==> src/pd_pkg.sv <==
package pd_pkg;

  ////////////////////
  // Widths and sizes
  ////////////////////

  // Data and address width
  localparam int XLEN = 32;

  // Return stack entries
  localparam int RSB_DEPTH = 4;

  // Return stack fill count, 0 up to RSB_DEPTH
  localparam int RSB_CNT_W = $clog2(RSB_DEPTH + 1);

  // CSR address field
  localparam int CSR_ADDR_W = 12;

  // Fixed 32-bit instructions
  localparam logic [XLEN-1:0] INSN_BYTES = 4;

  // Word alignment, low two bits cleared
  localparam logic [XLEN-1:0] ADDR_MASK = {{(XLEN-2){1'b1}}, 2'b00};

  ////////////////////
  // Basic types
  ////////////////////

  typedef logic [4:0] reg_addr_t;
  typedef logic [6:0] opcode_t;
  typedef logic [2:0] funct3_t;

  // Bit 1 set means predicted taken
  typedef logic [1:0] bp_tag_t;

  // Major opcodes used by the pre-decoder
  localparam opcode_t OPC_JAL    = 7'b110_1111;
  localparam opcode_t OPC_JALR   = 7'b110_0111;
  localparam opcode_t OPC_BRANCH = 7'b110_0011;
  localparam opcode_t OPC_SYSTEM = 7'b111_0011;

  // SYSTEM funct3 values of the Zicsr group
  localparam funct3_t F3_CSRRW  = 3'b001;
  localparam funct3_t F3_CSRRS  = 3'b010;
  localparam funct3_t F3_CSRRC  = 3'b011;
  localparam funct3_t F3_CSRRWI = 3'b101;
  localparam funct3_t F3_CSRRSI = 3'b110;
  localparam funct3_t F3_CSRRCI = 3'b111;

  // Link registers, ra and the alternate link t0
  localparam reg_addr_t REG_RA = 5'd1;
  localparam reg_addr_t REG_T0 = 5'd5;

  // Tag values of the static rule
  localparam bp_tag_t TAG_NONE = 2'b00;
  localparam bp_tag_t TAG_JAL  = 2'b10;

  ////////////////////
  // Pipeline payloads
  ////////////////////

  // Instruction word plus bubble marker
  typedef struct packed {
    logic [XLEN-1:0] instr;
    logic            bubble;
  } insn_t;

  // Fetch exceptions, any is the OR of the others
  typedef struct packed {
    logic illegal;
    logic misaligned;
    logic fault;
    logic any;
  } exc_t;

  ////////////////////
  // Reset values
  ////////////////////

  localparam logic [XLEN-1:0] PC_INIT = 32'h0000_0200;

  // ADDI x0,x0,0
  localparam logic [XLEN-1:0] INSTR_NOP = 32'h0000_0013;

  localparam exc_t EXC_NONE = '0;

endpackage

==> src/pd_decode_if.sv <==
`timescale 1ns/1ps

interface pd_decode_if;

  // Register file indices
  pd_pkg::reg_addr_t rs1;
  pd_pkg::reg_addr_t rs2;
  pd_pkg::reg_addr_t rd;

  pd_pkg::opcode_t opcode;

  // Sign-extended jump and branch offsets
  logic [pd_pkg::XLEN-1:0] imm_j;
  logic [pd_pkg::XLEN-1:0] imm_b;

  logic [pd_pkg::CSR_ADDR_W-1:0] csr_addr;
  logic                          csr_write;

  // Return stack requests from the link rule
  logic rsb_push;
  logic rsb_pop;

  modport producer (
    output rs1, rs2, rd, opcode, imm_j, imm_b, csr_addr, csr_write, rsb_push, rsb_pop
  );

  modport consumer (
    input rs1, rs2, rd, opcode, imm_j, imm_b, csr_addr, csr_write, rsb_push, rsb_pop
  );

endinterface

==> src/pd_insn_decode.sv <==
`timescale 1ns/1ps

module pd_insn_decode (
  input  pd_pkg::insn_t insn_i,
  pd_decode_if.producer dec
);

  logic [pd_pkg::XLEN-1:0] instr;
  pd_pkg::reg_addr_t       rs1;
  pd_pkg::reg_addr_t       rd;
  pd_pkg::opcode_t         opcode;
  pd_pkg::funct3_t         funct3;
  logic                    link_rs1;
  logic                    link_rd;
  logic                    csr_write;

  assign instr  = insn_i.instr;
  assign rs1    = instr[19:15];
  assign rd     = instr[11:7];
  assign opcode = instr[6:0];
  assign funct3 = instr[14:12];

  ////////////////////
  // Plain fields
  ////////////////////

  assign dec.rs1      = rs1;
  assign dec.rs2      = instr[24:20];
  assign dec.rd       = rd;
  assign dec.opcode   = opcode;
  assign dec.csr_addr = instr[31:20];

  // J-type offset, bit 0 always zero
  assign dec.imm_j = {{(pd_pkg::XLEN-20){instr[31]}}, instr[19:12], instr[20],
                      instr[30:21], 1'b0};

  // B-type offset
  assign dec.imm_b = {{(pd_pkg::XLEN-12){instr[31]}}, instr[7], instr[30:25],
                      instr[11:8], 1'b0};

  ////////////////////
  // CSR write detect
  ////////////////////

  // Set and clear forms only write with a nonzero source
  // Immediate forms keep their zimm in the rs1 field
  always_comb begin
    csr_write = 1'b0;
    if (opcode == pd_pkg::OPC_SYSTEM) begin
      case (funct3)
        pd_pkg::F3_CSRRW,
        pd_pkg::F3_CSRRWI: csr_write = 1'b1;
        pd_pkg::F3_CSRRS,
        pd_pkg::F3_CSRRC,
        pd_pkg::F3_CSRRSI,
        pd_pkg::F3_CSRRCI: csr_write = |rs1;
        default:           csr_write = 1'b0;
      endcase
    end
  end

  assign dec.csr_write = csr_write;

  ////////////////////
  // Link rule
  ////////////////////

  // x1 or x5 count as link registers
  assign link_rs1 = (rs1 == pd_pkg::REG_RA) || (rs1 == pd_pkg::REG_T0);
  assign link_rd  = (rd  == pd_pkg::REG_RA) || (rd  == pd_pkg::REG_T0);

  // Link in rd always pushes
  assign dec.rsb_push = link_rd;

  // Pop on a link source, unless it is the same link as rd
  assign dec.rsb_pop = link_rs1 & (~link_rd | (rs1 != rd));

endmodule

==> src/return_stack.sv <==
`timescale 1ns/1ps

module return_stack (
  input  logic                    clk_i,
  input  logic                    rst_ni,
  input  logic                    ena_i,
  input  logic                    push_i,
  input  logic                    pop_i,
  input  logic [pd_pkg::XLEN-1:0] d_i,
  output logic [pd_pkg::XLEN-1:0] q_o,
  output logic                    empty_o
);

  // Entry 0 is the top, deeper entries are older
  logic [pd_pkg::XLEN-1:0]      stack_q [pd_pkg::RSB_DEPTH];
  logic [pd_pkg::RSB_CNT_W-1:0] cnt_q;

  assign empty_o = (cnt_q == '0);
  assign q_o     = empty_o ? '0 : stack_q[0];

  // Entry storage
  always_ff @(posedge clk_i) begin
    if (ena_i) begin
      if (push_i && pop_i) begin
        // Return then call, top is overwritten
        stack_q[0] <= d_i;
      end else if (push_i) begin
        // Shift down, oldest entry falls off when full
        stack_q[0] <= d_i;
        for (int i = 1; i < pd_pkg::RSB_DEPTH; i++) begin
          stack_q[i] <= stack_q[i-1];
        end
      end else if (pop_i && !empty_o) begin
        for (int i = 0; i < pd_pkg::RSB_DEPTH - 1; i++) begin
          stack_q[i] <= stack_q[i+1];
        end
      end
    end
  end

  // Fill count, saturates at the depth
  always_ff @(posedge clk_i or negedge rst_ni) begin
    if (!rst_ni) begin
      cnt_q <= '0;
    end else if (ena_i) begin
      if (push_i && pop_i) begin
        if (empty_o) cnt_q <= 1;
      end else if (push_i) begin
        if (cnt_q != pd_pkg::RSB_DEPTH) cnt_q <= cnt_q + 1'b1;
      end else if (pop_i && !empty_o) begin
        cnt_q <= cnt_q - 1'b1;
      end
    end
  end

  // Count stays within the array
  a_cnt_bound: assert property (@(posedge clk_i) disable iff (!rst_ni)
    cnt_q <= pd_pkg::RSB_DEPTH);

endmodule

==> src/pd_branch_predict.sv <==
`timescale 1ns/1ps

module pd_branch_predict (
  input  logic                    clk_i,
  input  logic                    rst_ni,
  input  pd_pkg::insn_t           insn_i,
  input  logic [pd_pkg::XLEN-1:0] pc_i,
  input  logic                    id_stall_i,
  pd_decode_if.consumer           dec,
  input  logic [pd_pkg::XLEN-1:0] rsb_top_i,
  output logic                    rsb_push_o,
  output logic                    rsb_pop_o,
  output logic                    taken_o,
  output pd_pkg::bp_tag_t         tag_o,
  output logic [pd_pkg::XLEN-1:0] nxt_pc_o,
  output logic                    latch_nxt_pc_o
);

  // Taken decision held off by the decode stall last cycle
  logic stalled_branch_q;

  ////////////////////
  // Static prediction
  ////////////////////

  always_comb begin
    taken_o    = 1'b0;
    tag_o      = pd_pkg::TAG_NONE;
    rsb_push_o = 1'b0;
    rsb_pop_o  = 1'b0;
    nxt_pc_o   = pc_i;
    // Bubbles never predict
    if (!insn_i.bubble) begin
      case (dec.opcode)
        pd_pkg::OPC_JAL: begin
          taken_o    = 1'b1;
          tag_o      = pd_pkg::TAG_JAL;
          rsb_push_o = dec.rsb_push;
          rsb_pop_o  = dec.rsb_pop;
          nxt_pc_o   = pc_i + dec.imm_j;
        end
        pd_pkg::OPC_JALR: begin
          // Only returns are predictable, target from the stack
          taken_o    = dec.rsb_pop;
          rsb_push_o = dec.rsb_push;
          rsb_pop_o  = dec.rsb_pop;
          nxt_pc_o   = rsb_top_i;
        end
        pd_pkg::OPC_BRANCH: begin
          // Backward taken, forward not taken
          taken_o  = dec.imm_b[pd_pkg::XLEN-1];
          tag_o    = {dec.imm_b[pd_pkg::XLEN-1], 1'b0};
          nxt_pc_o = pc_i + dec.imm_b;
        end
        default: ;
      endcase
    end
  end

  ////////////////////
  // Latch strobe
  ////////////////////

  always_ff @(posedge clk_i or negedge rst_ni) begin
    if (!rst_ni) stalled_branch_q <= 1'b0;
    else         stalled_branch_q <= taken_o & id_stall_i;
  end

  // One strobe per prediction under back-pressure
  assign latch_nxt_pc_o = taken_o & ~stalled_branch_q;

  a_no_latch_on_bubble: assert property (@(posedge clk_i) disable iff (!rst_ni)
    latch_nxt_pc_o |-> !insn_i.bubble);

endmodule

==> src/pd_stage_regs.sv <==
`timescale 1ns/1ps

module pd_stage_regs (
  input  logic                    clk_i,
  input  logic                    rst_ni,
  input  logic                    id_stall_i,
  input  logic                    bu_flush_i,
  input  logic                    st_flush_i,
  input  logic [pd_pkg::XLEN-1:0] bu_nxt_pc_i,
  input  logic [pd_pkg::XLEN-1:0] st_nxt_pc_i,
  input  logic                    later_exc_i,
  input  pd_pkg::insn_t           if_insn_i,
  input  logic [pd_pkg::XLEN-1:0] if_pc_i,
  input  pd_pkg::exc_t            if_exc_i,
  input  pd_pkg::bp_tag_t         tag_i,
  input  logic [pd_pkg::XLEN-1:0] rsb_top_i,
  pd_decode_if.consumer           dec,
  output logic                    pd_stall_o,
  output pd_pkg::insn_t           pd_insn_o,
  output logic [pd_pkg::XLEN-1:0] pd_pc_o,
  output pd_pkg::exc_t            pd_exc_o,
  output pd_pkg::bp_tag_t         pd_tag_o,
  output logic [pd_pkg::XLEN-1:0] pd_rsb_pc_o
);

  logic                    flush;
  logic                    csr_start;
  logic [1:0]              csr_seq_q;
  logic [pd_pkg::XLEN-1:0] instr_q;
  logic                    bubble_q;

  assign flush = bu_flush_i | st_flush_i;

  ////////////////////
  // CSR write stall
  ////////////////////

  // Two cycles so the CSR is written before a following read
  assign csr_start = dec.csr_write & ~if_insn_i.bubble;

  always_ff @(posedge clk_i or negedge rst_ni) begin
    if (!rst_ni) begin
      csr_seq_q <= 2'b00;
    end else if (csr_seq_q[1]) begin
      // Second stall cycle done
      csr_seq_q <= 2'b00;
    end else if (!id_stall_i) begin
      csr_seq_q[0] <= csr_start | csr_seq_q[0];
      csr_seq_q[1] <= csr_seq_q[0];
    end
  end

  assign pd_stall_o = id_stall_i | csr_seq_q[0];

  ////////////////////
  // Stage registers
  ////////////////////

  // PC, state flush wins over branch flush
  always_ff @(posedge clk_i or negedge rst_ni) begin
    if (!rst_ni)          pd_pc_o <= pd_pkg::PC_INIT & pd_pkg::ADDR_MASK;
    else if (st_flush_i)  pd_pc_o <= st_nxt_pc_i & pd_pkg::ADDR_MASK;
    else if (bu_flush_i)  pd_pc_o <= bu_nxt_pc_i & pd_pkg::ADDR_MASK;
    else if (!pd_stall_o) pd_pc_o <= if_pc_i & pd_pkg::ADDR_MASK;
  end

  // Instruction word follows decode back-pressure only
  always_ff @(posedge clk_i or negedge rst_ni) begin
    if (!rst_ni)         instr_q <= pd_pkg::INSTR_NOP;
    else if (!id_stall_i) instr_q <= if_insn_i.instr;
  end

  // Bubble insertion
  always_ff @(posedge clk_i or negedge rst_ni) begin
    if (!rst_ni)                          bubble_q <= 1'b1;
    else if (flush || later_exc_i)        bubble_q <= 1'b1;
    else if (!id_stall_i && |csr_seq_q)   bubble_q <= 1'b1;
    else if (!id_stall_i)                 bubble_q <= if_insn_i.bubble;
  end

  assign pd_insn_o = '{instr: instr_q, bubble: bubble_q};

  // Exceptions, dropped on a flush or stall
  always_ff @(posedge clk_i or negedge rst_ni) begin
    if (!rst_ni)                  pd_exc_o <= pd_pkg::EXC_NONE;
    else if (flush || pd_stall_o) pd_exc_o <= pd_pkg::EXC_NONE;
    else                          pd_exc_o <= if_exc_i;
  end

  // Prediction tag
  always_ff @(posedge clk_i or negedge rst_ni) begin
    if (!rst_ni)          pd_tag_o <= pd_pkg::TAG_NONE;
    else if (!pd_stall_o) pd_tag_o <= tag_i;
  end

  // Return stack top seen by this instruction
  always_ff @(posedge clk_i) begin
    if (!pd_stall_o) pd_rsb_pc_o <= rsb_top_i;
  end

  a_pc_aligned: assert property (@(posedge clk_i) disable iff (!rst_ni)
    (pd_pc_o & ~pd_pkg::ADDR_MASK) == '0);

endmodule

==> src/pre_decode_top.sv <==
`timescale 1ns/1ps

module pre_decode_top (
  input  logic                          clk_i,
  input  logic                          rst_ni,
  // Fetch side
  input  pd_pkg::insn_t                 if_insn_i,
  input  logic [pd_pkg::XLEN-1:0]       if_pc_i,
  input  pd_pkg::exc_t                  if_exc_i,
  // Decode and later stages
  input  logic                          id_stall_i,
  input  logic                          later_exc_i,
  input  logic                          bu_flush_i,
  input  logic                          st_flush_i,
  input  logic [pd_pkg::XLEN-1:0]       bu_nxt_pc_i,
  input  logic [pd_pkg::XLEN-1:0]       st_nxt_pc_i,
  // Registered stage outputs
  output pd_pkg::insn_t                 pd_insn_o,
  output logic [pd_pkg::XLEN-1:0]       pd_pc_o,
  output pd_pkg::exc_t                  pd_exc_o,
  output pd_pkg::bp_tag_t               pd_tag_o,
  output logic [pd_pkg::XLEN-1:0]       pd_rsb_pc_o,
  // Early register file and CSR addresses
  output pd_pkg::reg_addr_t             pd_rs1_o,
  output pd_pkg::reg_addr_t             pd_rs2_o,
  output logic [pd_pkg::CSR_ADDR_W-1:0] pd_csr_addr_o,
  // Prediction and pipeline control
  output logic [pd_pkg::XLEN-1:0]       pd_nxt_pc_o,
  output logic                          pd_latch_nxt_pc_o,
  output logic                          pd_stall_o,
  output logic                          pd_flush_o
);

  logic [pd_pkg::XLEN-1:0] rsb_ret_pc;
  logic [pd_pkg::XLEN-1:0] rsb_top;
  logic                    rsb_push;
  logic                    rsb_pop;
  logic                    rsb_empty;
  logic                    bp_taken;
  pd_pkg::bp_tag_t         bp_tag;

  pd_decode_if dec_if ();

  assign pd_flush_o    = bu_flush_i | st_flush_i;
  assign pd_rs1_o      = dec_if.rs1;
  assign pd_rs2_o      = dec_if.rs2;
  assign pd_csr_addr_o = dec_if.csr_addr;

  // Link address of a call
  assign rsb_ret_pc = if_pc_i + pd_pkg::INSN_BYTES;

  pd_insn_decode pd_insn_decode_inst (.insn_i(if_insn_i), .dec(dec_if.producer));

  return_stack return_stack_inst (
    .clk_i, .rst_ni, .ena_i(!pd_stall_o), .push_i(rsb_push), .pop_i(rsb_pop),
    .d_i(rsb_ret_pc), .q_o(rsb_top), .empty_o(rsb_empty)
  );

  pd_branch_predict pd_branch_predict_inst (
    .clk_i, .rst_ni, .insn_i(if_insn_i), .pc_i(if_pc_i), .id_stall_i,
    .dec(dec_if.consumer), .rsb_top_i(rsb_top), .rsb_push_o(rsb_push),
    .rsb_pop_o(rsb_pop), .taken_o(bp_taken), .tag_o(bp_tag),
    .nxt_pc_o(pd_nxt_pc_o), .latch_nxt_pc_o(pd_latch_nxt_pc_o)
  );

  pd_stage_regs pd_stage_regs_inst (
    .clk_i, .rst_ni, .id_stall_i, .bu_flush_i, .st_flush_i, .bu_nxt_pc_i, .st_nxt_pc_i,
    .later_exc_i, .if_insn_i, .if_pc_i, .if_exc_i, .tag_i(bp_tag), .rsb_top_i(rsb_top),
    .dec(dec_if.consumer), .pd_stall_o, .pd_insn_o, .pd_pc_o, .pd_exc_o, .pd_tag_o,
    .pd_rsb_pc_o
  );

  // A predicted return needs a filled stack
  a_ret_has_target: assert property (@(posedge clk_i) disable iff (!rst_ni)
    (bp_taken && dec_if.opcode == pd_pkg::OPC_JALR) |-> !rsb_empty);

endmodule

==> config.mk <==
export PLATFORM = sky130hd
export DESIGN_NAME = pre_decode_top
export DESIGN_NICKNAME = d
export VERILOG_FILES = /design/src/pd_pkg.sv /design/src/pd_decode_if.sv /design/src/pd_insn_decode.sv /design/src/return_stack.sv /design/src/pd_branch_predict.sv /design/src/pd_stage_regs.sv /design/src/pre_decode_top.sv
export SDC_FILE = /design/constraint.sdc
export NUM_CORES = 1
export LEC_CHECK = 0
export BUFFER_PORTS_ARGS = -buffer_cell sky130_fd_sc_hd__buf_2
export CAP_MARGIN = 15
export CORE_MARGIN = 2
export CORE_UTILIZATION = 25
export DETAILED_ROUTE_END_ITERATION = 8
export PLACE_DENSITY_LB_ADDON = 0.2
export SETUP_SLACK_MARGIN = 0.1
export SLEW_MARGIN = 20
export SYNTH_ARGS = -nofsm -noshare
export SYNTH_HDL_FRONTEND = slang
export SYNTH_SLANG_ARGS = --single-unit
export TNS_END_PERCENT = 10
==> constraint.sdc <==
create_clock -name clk_i -period 7.25 [get_ports clk_i]
set_input_delay 0.3625 -clock clk_i [delete_from_list [all_inputs] [get_ports clk_i]]
set_output_delay 0.3625 -clock clk_i [all_outputs]
set_load 0.01 [all_outputs]
==> flow_metrics.tcl <==
set metrics [dict create \
    outcome "finished, final reports clean" \
    synth.most_common_cell "nor2_1" \
    finalHoldViolCount 0 \
    clk_latency_ps 560 \
    ctsLongestPathBuffers 3 \
    required_ps 6890 \
    postSynthCellCount 1190 \
    ys_types 76 \
    synthTopCellsByArea "edfxtp_1, dfrtp_1, mux2_2" \
    clockRootBuffer "clkbuf_16" \
    power_mw 3.298 \
    finalNonFillerCells 2134 \
    worst_slew_pin_slew_ps 1051 \
    drt_iter0_markers 740 \
    p_leak_nw 6.492 \
    p_clk_share_pct 40.3 \
    grt_overflow_total 0 \
    tritoncts "done" \
    synth_top_area_share_pct 37.50 \
    cp-start-kind "primary input" \
    whs_ps 27.01 \
    dp.cells 2079 \
    die_x_um 230.4 \
    ant_nets 0 \
    synth-main-ff-cell "edfxtp_1" \
    track_usage_pct 15.94 \
    start_util_pct 25.44 \
    avgViaCountPerCell 4.680 \
    cp_max_fo 7 \
    rows 82 \
    die-area_um2 53080 \
    peakVddDrop_mv 0.1594 \
    ios 299 \
    p_int_mw 2.415 \
    cts_num_sinks 234 \
    yosys.area.top_type "edfxtp_1" \
    worstPathArrival_ps 4600 \
    core_um2 50380 \
    syn_area_per_cell_um2 10.77 \
    first_global_vias 9859 \
    slew_headroom_pct 29.68 \
    yosys_warnings 0 \
    area_growth_syn_to_layout_pct 22.18 \
    die_y_um 230.4 \
    min_period_over_period_pct 68.49 \
    cts_made_buffers 27 \
    synthesis.area_um2 12810 \
    p_sw_uw 883.0 \
    vias 9987 \
    dp_hpwl_um 30960 \
    grt_max_degree 90 \
    fmax_mhz 201.4 \
    gp_congestion 0.8230 \
    cts_resized 0 \
    p_per_area_nw_per_um2 210.6 \
    comb_power_share_pct 14.5 \
    synth_common_cells "nor2_1, edfxtp_1, a21oi_1" \
    drive_gt1_share_pct 32.17 \
    postRouteWirelength_um 43360 \
    finClkSkew_ps 25.78 \
    io_buffer_count 291 \
    swShare_pct 26.78 \
    antenna_found_initial 1 \
    min_period_ps 4966 \
    synth-seq-area-share_pct 52.00 \
    ff2ff_setup_slack_ps 3840 \
    end_kind "output pin" \
    min_path_cells 2 \
    nets 1616 \
    grt_first_pass_wirelength_um 64140 \
    rsz0062_at_grt "no" \
    synthArstFlopShare_pct 31.62 \
    reg2reg_depth 7 \
    maxSlewViolCount 0 \
    setup_viol 0 \
    critPathKind "primary input to output pin" \
    synth_edf_count 160 \
    fin_setup_tns_ps 0 \
    drt-pass1-iter-count 4 \
    seq_power_share_pct 45.1 \
    cap_violations 0 \
    holdCritPathClass "primary input to register" \
    drc_errors 0 \
    fillers 5305 \
    synth-seq-cells 234 \
    clkTransAtPathRegs_ps 60 \
    post_drt_wl_per_cell_um 20.32 \
    htreeDepth 1 \
]
-- final timing paths --
| kind | startpoint | end |
|---|---|---|
| worst max-delay path | if_insn_i[6] | pd_nxt_pc_o[29] |
| worst min-delay path | if_exc_i[2] | pd_stage_regs_inst.pd_exc_o[2] |
| worst max register to register | return_stack_inst.cnt_q[1] | return_stack_inst.stack_q[2][22] |
| worst min register to register | return_stack_inst.stack_q[2][2] | return_stack_inst.stack_q[3][2] |
| max in group asynchronous | rst_ni | pd_stage_regs_inst.pd_pc_o[9] |
| min in group asynchronous | rst_ni | pd_stage_regs_inst.instr_q[24] |
-- layer usage --
metal,part of all wire (%),wire length [um],vias to the layer above,GRT usage [%]
met5,0,0,-,0
met4,1.9,818,0,3.992
met3,5.7,2460,40,2.915
met2,47,20270,268,26.30
met1,46,19810,4921,21.53
li1,-,-,4758,-
-- critical path: stages --
cell and delay [ps]:
buf_2 90, nand4_1 150, or3_1 390, nor2_1 410, nand2_1 110, nand2_1 80, ha_1 190, inv_1 60
fa_1 370, nand2b_1 210, a21oi_1 240, o21ai_1 180, o21ai_2 250, a211oi_1 130, o21bai_2 200, a31oi_1 180
or4_1 450, a31oi_1 340, buf_2 210
-- placed cells by master, fill, tap and decap left out, types with 8 or more instances in the layout --
| cell type | n |
|---|---|
| a21o_1 | 13 |
| a21oi_1 | 97 |
| a221oi_1 | 53 |
| and2_1 | 35 |
| and3_1 | 11 |
| buf_2 | 290 |
| buf_4 | 14 |
| clkbuf_16 | 27 |
| dfrtp_1 | 69 |
| edfxtp_1 | 160 |
| ha_1 | 34 |
| inv_1 | 51 |
| mux2_2 | 94 |
| nand2_1 | 76 |
| nand2b_1 | 8 |
| nand3_1 | 20 |
| nor2_1 | 194 |
| nor3_1 | 10 |
| o21ai_0 | 18 |
| xnor2_1 | 24 |
| xor2_1 | 27 |
-- kinds of logic (layout without fill, tap and decap cells) --
family	count (synthesis)	count (layout)	share of synthesized area (%)
AO/OA/AOI/OAI	235	235	12.45
buffers and inverters	140	409	5.478
AND/OR/NAND/NOR	392	392	14.06
other	1	4	0.02927
multiplexers	101	101	8.866
XOR/XNOR	51	51	3.486
adder cells (fa/ha/maj)	36	36	3.632
flip-flops	234	234	52.00
-- power groups by stage --
stage	Sequential (mW)	Clock [mW]	Combinational [mW]
5_1_grt	1.49	1.43	0.528
2_1_floorplan	1.54	0	0.250
3_3_place_gp	1.51	0	0.479
4_1_cts	1.49	1.38	0.484
6_report	1.49	1.33	0.479
3_5_place_dp	1.52	0	0.481
-- layout make-up --
class	instances	area [um2]	share of cell area (%)
Timing Repair Buffer	309	1624	10.37
Tap cell	672	840.8	5.371
Multi-Input combinational cell	818	5490	35.07
Inverter	51	191.4	1.223
Clock buffer	32	704.4	4.500
Clock inverter	17	138.9	0.8871
Sequential cell	234	6663	42.56
Antenna cell	1	2.502	0.01598
-- registers in the layout, summed over array words and instances, names as in the netlist --
signal,count
pd_stage_regs_inst.pd_rsb_pc_o,32
return_stack_inst.cnt_q,3
pd_stage_regs_inst.instr_q,32
pd_stage_regs_inst.csr_seq_q,2
pd_branch_predict_inst.stalled_branch_q,1
pd_stage_regs_inst.pd_pc_o,30
pd_stage_regs_inst.pd_tag_o,1
return_stack_inst.stack_q,128
pd_stage_regs_inst.bubble_q,1
pd_stage_regs_inst.pd_exc_o,4
-- metrics by stage --
step | utilization (%) | area (um2) | setup WS (ps)
global route | 31.08 | 15660 | 1931
floorplan | - | 12820 | 811.4
global placement | 29.26 | 14740 | 2300
finish | 31.08 | 15660 | 2284
detailed placement | 29.26 | 14740 | 2276
CTS | 31.01 | 15620 | 2261
-- repair_timing --
action	4_1_cts	5_1_grt
hold buffers	4	0
buffers inserted	0	0
endpoints found under the hold margin	42	0
No activity file was read; power rests on OpenSTA's default activity.
